==> src/rtl/decomp_cfg_pkg.sv <==
package decomp_cfg_pkg;

	// one line of the memory path
	localparam int unsigned LINE_W = 64;

	// page geometry
	localparam int unsigned NUM_CHUNKS  = 4;
	localparam int unsigned CHUNK_LINES = 16;
	localparam int unsigned PAGE_LINES  = NUM_CHUNKS * CHUNK_LINES;
	localparam int unsigned CNT_W       = 7; // holds PAGE_LINES

	// line FIFOs on both sides of the engine
	localparam int unsigned FIFO_DEPTH = 8;
	localparam int unsigned PTR_W      = 3;

	// response code that rides along with every input line
	localparam int unsigned RESP_W = 2;

endpackage

==> src/rtl/decomp_ctrl_pkg.sv <==
package decomp_ctrl_pkg;

	typedef enum logic [2:0] {
		IDLE,
		METADATA,
		EXPAND,
		FILL_ZEROS,
		COPY_LINES,
		DONE,
		BUS_ERROR
	} decomp_state_e;

	typedef enum logic [1:0] {
		REG_CTRL   = 2'd0,
		REG_STATUS = 2'd1,
		REG_LINES  = 2'd2
	} reg_addr_e;

	typedef enum logic [1:0] {
		RESP_OKAY   = 2'd0,
		RESP_SLVERR = 2'd2
	} resp_e;

	// CTRL write bits
	localparam int unsigned CTRL_START_BIT = 0;
	localparam int unsigned CTRL_CLEAR_BIT = 1;

	// STATUS read bits
	localparam int unsigned STAT_BUSY_BIT = 0;
	localparam int unsigned STAT_DONE_BIT = 1;
	localparam int unsigned STAT_ERR_BIT  = 2;

endpackage

==> src/rtl/line_fifo.sv <==
`timescale 1ns/1ps

module line_fifo #(
	parameter int unsigned WIDTH = 66,
	parameter int unsigned DEPTH = 8,
	parameter int unsigned PTR_W = 3
) (
	input  logic             clk_i,
	input  logic             rst_ni,
	input  logic             push_valid,
	input  logic [WIDTH-1:0] push_data,
	output logic             push_ready,
	output logic             pop_valid,
	input  logic             pop_ready,
	output logic [WIDTH-1:0] pop_data
);

	logic [WIDTH-1:0] mem [DEPTH];
	logic [PTR_W-1:0] wr_ptr;
	logic [PTR_W-1:0] rd_ptr;
	logic [PTR_W:0]   count;
	logic             init_done; // ready stays low right after reset
	logic             full;
	logic             do_push;
	logic             do_pop;

	assign full       = (count == (PTR_W+1)'(DEPTH));
	assign push_ready = init_done && (!full || pop_ready); // pop frees a slot when full
	assign pop_valid  = (count != '0);
	assign pop_data   = mem[rd_ptr];
	assign do_push    = push_valid && push_ready;
	assign do_pop     = pop_valid && pop_ready;

	always_ff @(posedge clk_i) begin
		if (do_push)
			mem[wr_ptr] <= push_data;
	end

	always_ff @(posedge clk_i or negedge rst_ni) begin
		if (!rst_ni) begin
			wr_ptr    <= '0;
			rd_ptr    <= '0;
			count     <= '0;
			init_done <= 1'b0;
		end else begin
			init_done <= 1'b1;
			if (do_push)
				wr_ptr <= (wr_ptr == PTR_W'(DEPTH - 1)) ? '0 : wr_ptr + 1'b1;
			if (do_pop)
				rd_ptr <= (rd_ptr == PTR_W'(DEPTH - 1)) ? '0 : rd_ptr + 1'b1;
			case ({do_push, do_pop})
				2'b10: count <= count + 1'b1;
				2'b01: count <= count - 1'b1;
				default: ; // both or neither leaves count alone
			endcase
		end
	end

endmodule

==> src/rtl/decomp_regs.sv <==
`timescale 1ns/1ps

module decomp_regs
	import decomp_cfg_pkg::*;
	import decomp_ctrl_pkg::*;
(
	input  logic        clk_i,
	input  logic        rst_ni,
	input  logic        reg_valid,
	input  logic        reg_write,
	input  reg_addr_e   reg_addr,
	input  logic [31:0] reg_wdata,
	output logic        reg_ready,
	output logic        reg_rvalid,
	output logic [31:0] reg_rdata,
	input  logic        busy,
	input  logic        done_pulse,
	input  logic        bus_error,
	input  logic        line_pulse,
	output logic        start,
	output logic        err_clear
);

	logic             accept;
	logic             acc_q;
	logic             ctrl_wr;
	logic             done_q;
	logic [CNT_W-1:0] line_cnt;
	logic [31:0]      rd_val;

	assign reg_ready = !acc_q; // one dead cycle after every access
	assign accept    = reg_valid && reg_ready;
	assign ctrl_wr   = accept && reg_write && (reg_addr == REG_CTRL);

	always_comb begin
		rd_val = '0;
		case (reg_addr)
			REG_STATUS: begin
				rd_val[STAT_BUSY_BIT] = busy;
				rd_val[STAT_DONE_BIT] = done_q;
				rd_val[STAT_ERR_BIT]  = bus_error;
			end
			REG_LINES: rd_val[CNT_W-1:0] = line_cnt;
			default: ; // CTRL is write only
		endcase
	end

	always_ff @(posedge clk_i or negedge rst_ni) begin
		if (!rst_ni) begin
			acc_q      <= 1'b0;
			reg_rvalid <= 1'b0;
			start      <= 1'b0;
			err_clear  <= 1'b0;
			done_q     <= 1'b0;
			line_cnt   <= '0;
		end else begin
			acc_q      <= accept;
			reg_rvalid <= accept && !reg_write;
			// a start while the engine is busy or stuck in error is dropped here
			start      <= ctrl_wr && reg_wdata[CTRL_START_BIT] && !busy && !bus_error;
			err_clear  <= ctrl_wr && reg_wdata[CTRL_CLEAR_BIT];
			if (start)
				done_q <= 1'b0;
			else if (done_pulse)
				done_q <= 1'b1;
			if (start)
				line_cnt <= '0;
			else if (line_pulse)
				line_cnt <= line_cnt + 1'b1;
		end
	end

	always_ff @(posedge clk_i) begin
		if (accept && !reg_write)
			reg_rdata <= rd_val;
	end

endmodule

==> src/rtl/page_decompressor.sv <==
`timescale 1ns/1ps

module page_decompressor
	import decomp_cfg_pkg::*;
	import decomp_ctrl_pkg::*;
(
	input  logic                     clk_i,
	input  logic                     rst_ni,
	input  logic                     start,
	input  logic                     err_clear,
	input  logic                     pop_valid,
	input  logic [LINE_W+RESP_W-1:0] pop_data,
	output logic                     pop_ready,
	output logic                     push_valid,
	output logic [LINE_W-1:0]        push_data,
	input  logic                     push_ready,
	output logic                     busy,
	output logic                     done_pulse,
	output logic                     bus_error,
	output logic                     line_pulse
);

	decomp_state_e         state;
	logic [NUM_CHUNKS-1:0] zero_mask;  // set bit = chunk is all zeros
	logic [NUM_CHUNKS-1:0] chunk_done;
	logic [NUM_CHUNKS-1:0] chunk_sel;  // one-hot, lowest unfinished chunk
	logic [CNT_W-1:0]      line_cnt;
	logic                  pop_ok;
	logic                  last_line;
	logic                  push_fire;
	logic                  pop_bad;

	assign chunk_sel = ~chunk_done & (chunk_done + 1'b1);
	assign pop_ok    = (pop_data[LINE_W +: RESP_W] == RESP_OKAY);
	assign last_line = (line_cnt == CNT_W'(CHUNK_LINES - 1));
	assign push_fire = push_valid && push_ready;
	assign pop_bad   = pop_valid && pop_ready && !pop_ok;

	assign busy       = (state != IDLE) && (state != BUS_ERROR);
	assign done_pulse = (state == DONE); // DONE lasts a single cycle
	assign bus_error  = (state == BUS_ERROR);
	assign line_pulse = push_fire;

	always_comb begin
		pop_ready  = 1'b0;
		push_valid = 1'b0;
		push_data  = '0;
		case (state)
			METADATA: pop_ready = 1'b1;
			FILL_ZEROS: push_valid = 1'b1;
			COPY_LINES: begin
				pop_ready  = push_ready; // only take a line when it can move on
				push_valid = pop_valid && pop_ok;
				push_data  = pop_data[LINE_W-1:0];
			end
			default: ;
		endcase
	end

	always_ff @(posedge clk_i or negedge rst_ni) begin
		if (!rst_ni) begin
			state      <= IDLE;
			zero_mask  <= '0;
			chunk_done <= '0;
			line_cnt   <= '0;
		end else begin
			case (state)
				IDLE: begin
					if (start)
						state <= METADATA;
				end
				METADATA: begin
					if (pop_valid) begin
						if (pop_ok) begin
							zero_mask  <= pop_data[NUM_CHUNKS-1:0];
							chunk_done <= '0;
							state      <= EXPAND;
						end else begin
							state <= BUS_ERROR;
						end
					end
				end
				EXPAND: begin
					line_cnt <= '0;
					if (&chunk_done)
						state <= DONE;
					else if (|(chunk_sel & zero_mask))
						state <= FILL_ZEROS;
					else
						state <= COPY_LINES;
				end
				FILL_ZEROS: begin
					if (push_fire) begin
						line_cnt <= line_cnt + 1'b1;
						if (last_line) begin
							chunk_done <= chunk_done | chunk_sel;
							state      <= EXPAND;
						end
					end
				end
				COPY_LINES: begin
					if (pop_bad) begin
						state <= BUS_ERROR; // bad line is consumed, not pushed
					end else if (push_fire) begin
						line_cnt <= line_cnt + 1'b1;
						if (last_line) begin
							chunk_done <= chunk_done | chunk_sel;
							state      <= EXPAND;
						end
					end
				end
				DONE: state <= IDLE;
				BUS_ERROR: begin
					// sticky until a clear command
					if (err_clear)
						state <= IDLE;
				end
				default: state <= IDLE;
			endcase
		end
	end

endmodule

==> src/rtl/decomp_top.sv <==
`timescale 1ns/1ps

module decomp_top
	import decomp_cfg_pkg::*;
	import decomp_ctrl_pkg::*;
(
	input  logic              clk_i,
	input  logic              rst_ni,
	input  logic              in_valid,
	input  logic [LINE_W-1:0] in_data,
	input  logic [RESP_W-1:0] in_resp,
	output logic              in_ready,
	output logic              out_valid,
	output logic [LINE_W-1:0] out_data,
	input  logic              out_ready,
	input  logic              reg_valid,
	input  logic              reg_write,
	input  reg_addr_e         reg_addr,
	input  logic [31:0]       reg_wdata,
	output logic              reg_ready,
	output logic              reg_rvalid,
	output logic [31:0]       reg_rdata
);

	logic                     eng_pop_valid;
	logic                     eng_pop_ready;
	logic [LINE_W+RESP_W-1:0] eng_pop_data;
	logic                     eng_push_valid;
	logic                     eng_push_ready;
	logic [LINE_W-1:0]        eng_push_data;
	logic [LINE_W+RESP_W-1:0] out_pop_data;
	logic                     start;
	logic                     err_clear;
	logic                     busy;
	logic                     done_pulse;
	logic                     bus_error;
	logic                     line_pulse;

	assign out_data = out_pop_data[LINE_W-1:0]; // resp field is always OKAY here

	line_fifo #(
		.WIDTH (LINE_W + RESP_W),
		.DEPTH (FIFO_DEPTH),
		.PTR_W (PTR_W)
	) in_fifo (
		.clk_i      (clk_i),
		.rst_ni     (rst_ni),
		.push_valid (in_valid),
		.push_data  ({in_resp, in_data}),
		.push_ready (in_ready),
		.pop_valid  (eng_pop_valid),
		.pop_ready  (eng_pop_ready),
		.pop_data   (eng_pop_data)
	);

	decomp_regs decomp_regs_inst (
		.clk_i      (clk_i),
		.rst_ni     (rst_ni),
		.reg_valid  (reg_valid),
		.reg_write  (reg_write),
		.reg_addr   (reg_addr),
		.reg_wdata  (reg_wdata),
		.reg_ready  (reg_ready),
		.reg_rvalid (reg_rvalid),
		.reg_rdata  (reg_rdata),
		.busy       (busy),
		.done_pulse (done_pulse),
		.bus_error  (bus_error),
		.line_pulse (line_pulse),
		.start      (start),
		.err_clear  (err_clear)
	);

	page_decompressor page_decompressor_inst (
		.clk_i      (clk_i),
		.rst_ni     (rst_ni),
		.start      (start),
		.err_clear  (err_clear),
		.pop_valid  (eng_pop_valid),
		.pop_data   (eng_pop_data),
		.pop_ready  (eng_pop_ready),
		.push_valid (eng_push_valid),
		.push_data  (eng_push_data),
		.push_ready (eng_push_ready),
		.busy       (busy),
		.done_pulse (done_pulse),
		.bus_error  (bus_error),
		.line_pulse (line_pulse)
	);

	line_fifo #(
		.WIDTH (LINE_W + RESP_W),
		.DEPTH (FIFO_DEPTH),
		.PTR_W (PTR_W)
	) out_fifo (
		.clk_i      (clk_i),
		.rst_ni     (rst_ni),
		.push_valid (eng_push_valid),
		.push_data  ({RESP_OKAY, eng_push_data}),
		.push_ready (eng_push_ready),
		.pop_valid  (out_valid),
		.pop_ready  (out_ready),
		.pop_data   (out_pop_data)
	);

endmodule

==> config.mk <==
export PLATFORM = sky130hd
export DESIGN_NAME = decomp_top
export DESIGN_NICKNAME = d
export VERILOG_FILES = /design/src/rtl/decomp_cfg_pkg.sv /design/src/rtl/decomp_ctrl_pkg.sv /design/src/rtl/line_fifo.sv /design/src/rtl/decomp_regs.sv /design/src/rtl/page_decompressor.sv /design/src/rtl/decomp_top.sv
export SDC_FILE = /design/constraint.sdc
export NUM_CORES = 1
export LEC_CHECK = 0
export BUFFER_PORTS_ARGS = -buffer_cell sky130_fd_sc_hd__buf_2
export CAP_MARGIN = 10
export CORE_UTILIZATION = 55
export CTS_BUF_LIST = sky130_fd_sc_hd__clkbuf_16
export DETAILED_ROUTE_END_ITERATION = 16
export HOLD_SLACK_MARGIN = 0.02
export PLACE_DENSITY = 0.73
export SKIP_LAST_GASP = 1
export SLEW_MARGIN = 20
export SYNTH_ARGS = -nofsm -noshare
export SYNTH_HDL_FRONTEND = slang
export SYNTH_SLANG_ARGS = --single-unit
==> constraint.sdc <==
create_clock -name clk_i -period 9.4 [get_ports clk_i]
set_input_delay 2.82 -clock clk_i [delete_from_list [all_inputs] [get_ports clk_i]]
set_output_delay 2.82 -clock clk_i [all_outputs]
set_load 0.05 [all_outputs]
==> impl_metrics.py <==
metrics = {
    "outcome": {
        "outcome": "complete, no violations",
    },
    "sta": {
        "relSlewSlack_pct": 30.6,
        "worst_slack_ns": 2.54,
        "fin_crit_sh_pct": 73.0,
        "timing.fmax_mhz": 146,
        "finalCriticalPeriod_ns": 6.86,
        "slew_violations": 0,
        "clock_skew_ns": 0.0242,
        "worst_pin_slew_ns": 1.04,
        "finalHoldWorstSlack_ns": 0.448,
        "hold_viol": 0,
        "timing.setup.tns_ns": 0,
        "rsz0062_at_grt": "false",
        "setup_viol": 0,
    },
    "job": {
        "cap_violations": 0,
    },
    "place": {
        "gp_congestion": 0.748,
        "pre_cts_slack_ns": 2.58,
        "port_buffers": 150,
        "dp_hpwl_um": 47300,
    },
    "clock_tree": {
        "cts-htree-levels": 3,
        "cts.sinks": 1098,
        "clockBufferDepth": 3,
        "cts_setup_buffers": 0,
        "hold_buffers": 0,
        "cts_tree": "built",
        "cts_root_buffer": "clkbuf_16",
        "path_clk_slew_ns": 0.06,
        "clk_latency_ns": 0.66,
        "cts_buffers": 100,
        "ctsResizeCount": 0,
    },
    "power": {
        "p_per_area_mw_per_mm2": 302,
        "p_leak_nw": 15.6,
        "total_power_mw": 14.4,
        "vdd_drop_max_mv": 0.202,
    },
    "logic_synthesis": {
        "synth_cell_type_count": 61,
        "ys_ff_latch": 1098,
        "synth_area_mm2": 0.0424,
        "ys_warn_count": 0,
        "synth_flop_cell": "edfxtp_1",
        "ys_seq_area_share_pct": 77.2,
        "postSynthCellCount": 1941,
        "syn_avg_cell_area_um2": 21.8,
        "synth_edf_count": 1047,
        "async_flop_share_pct": 4.64,
    },
    "floorplan": {
        "rows": 101,
        "initial_core_util_pct": 55.7,
        "die_w_um": 280,
        "io_pins": 206,
        "core_area_mm2": 0.0761,
        "dieArea_mm2": 0.0782,
        "die_h_um": 280,
    },
    "worst_hold_path": {
        "hold_end": "decomp_regs_inst.acc_q$_DFF_PN0_",
        "hp-class": "flip-flop to flip-flop",
        "min_from": "decomp_regs_inst.acc_q$_DFF_PN0_",
        "whs_path_depth": 1,
    },
    "worst_setup_path": {
        "end_kind": "output port",
        "arrival_ns": 4.04,
        "r2r_end": "out_fifo.mem[2][37]$_DFFE_PP_",
        "crit_required_ns": 6.58,
        "r2r_slack_ns": 5.46,
        "start_kind": "primary input",
        "worstSetupPathType": "primary input to output port",
        "crit-reg2reg-launch": "in_fifo.rd_ptr[0]$_DFFE_PN0P_",
        "worst_r2r_path_depth": 6,
        "cp_max_fo": 4,
    },
    "grt": {
        "grt_usage_pct": 21.8,
        "grt-ovfl-total": 0,
        "antenna_found_initial": 19,
        "grt_pass1_vias": 19966,
        "grt_pass1_wl_um": 125000,
        "grt_max_degree": 87,
    },
    "route": {
        "drt-wirelength-per-cell_um": 25.8,
        "drc": 0,
        "drt-total-wl_um": 83900,
        "first_iter_violations": 2004,
        "ant_nets": 0,
        "drt_first_pass_iters": 6,
        "viasPerCell": 5.92,
        "via_count": 19262,
    },
    "final_layout": {
        "seqCellArea_mm2": 0.0327,
        "layout.nets": 2263,
        "multi_input_area_mm2": 0.00925,
        "synthToLayoutAreaGrowth_pct": 12.3,
        "nFillCells": 5083,
        "drive_gt1_share_pct": 31.4,
        "final_cell_mix": "edfxtp_1, mux4_2, buf_2",
        "mostFrequentLayoutCell": "edfxtp_1",
        "post-route-util_pct": 62.6,
    },
}
==> power breakdown <==
part | total, mW | switching (mW) | internal, mW
Clock | 3.98 | 1.73 | 2.25
Combinational | 4.09 | 2.48 | 1.61
Sequential | 6.32 | 0.426 | 5.89
==> layer usage <==
metal	track usage (%)	part of all wire, %	up-vias
met3	4.38	6.7	136
li1	-	-	8321
met2	35.8	50	630
met5	0	0.23	-
met1	30.2	41	10143
met4	5.51	1.6	32
==> worst max-delay path, stage by stage <==
cell      delay (ns)
buf_2           0.11
nand2b_1        0.20
o211a_2         0.33
o31a_1          0.35
buf_2           0.23
==> Yosys cell counts (all sizes together) (3+ instances only) <==
| library cell | instances | area share, % |
|---|---|---|
| edfxtp | 1047 | 74 |
| mux4 | 258 | 14 |
| nor2 | 102 | 0.90 |
| mux2 | 68 | 1.8 |
| mux2i | 65 | 1.5 |
| buf | 64 | 0.89 |
| nand2 | 54 | 0.48 |
| dfrtp | 51 | 3.0 |
| clkbuf | 49 | 0.43 |
| o21ai | 27 | 0.32 |
| inv | 20 | 0.18 |
| ha | 19 | 0.56 |
| nor3 | 13 | 0.15 |
| a21oi | 10 | 0.12 |
| nand3 | 10 | 0.12 |
| nand2b | 8 | 0.12 |
| or3 | 7 | 0.10 |
| nor2b | 6 | 0.089 |
| a21o | 5 | 0.089 |
| xnor2 | 5 | 0.10 |
| and2 | 4 | 0.059 |
| xor2 | 4 | 0.083 |
| a22o | 3 | 0.083 |
| nor4 | 3 | 0.080 |
| o31ai | 3 | 0.053 |
| or2 | 3 | 0.044 |
==> flip-flops by register name (all words and copies together) (netlist names), 4 cells and up <==
signal / flops
page_decompressor_inst.line_cnt: 7
out_fifo.count: 4
decomp_regs_inst.line_cnt: 7
out_fifo.mem: 512
decomp_regs_inst.reg_rdata: 7
in_fifo.mem: 528
page_decompressor_inst.zero_mask: 4
page_decompressor_inst.chunk_done: 4
in_fifo.count: 4
==> per-stage QoR <==
stage               std cells  area [um2]
CTS                      3251       47600
floorplan                1965       42500
global route             3253       47600
global placement         3064       44400
detailed placement       3064       44400
finish                   3253       47600
==> cell type report <==
type / instances / area share, %
clock inverter: 85 / 1.45
multi-input combinational: 734 / 19.4
antenna: 2 / 0.0105
timing repair buffer: 182 / 2.13
tap: 1030 / 2.71
inverter: 20 / 0.163
clock buffer: 102 / 5.36
sequential: 1098 / 68.7
==> worst max path at each step <==
stage	depth (start not counted)	endpoint	start	slack, ns
4_1_cts	5	in_ready	out_ready	2.57
3_5_place_dp	5	in_ready	out_ready	2.58
6_report	5	in_ready	out_ready	2.54
2_1_floorplan	6	in_fifo.mem[0][0]$_DFFE_PP_	out_ready	0.15
3_3_place_gp	5	in_ready	out_ready	2.59
5_1_grt	5	in_ready	out_ready	2.52
==> cell families after synthesis <==
group           after synthesis  synth area share [%]
buf+inv                     133                  1.51
xor+xnor                      9                 0.186
fa+ha+maj                    21                 0.655
simple gates                220                  2.33
flops                      1098                  77.2
other cells                   2                0.0177
mux                         391                  17.1
compound gates               67                  1.09
Power figures use the tool's default switching activity.
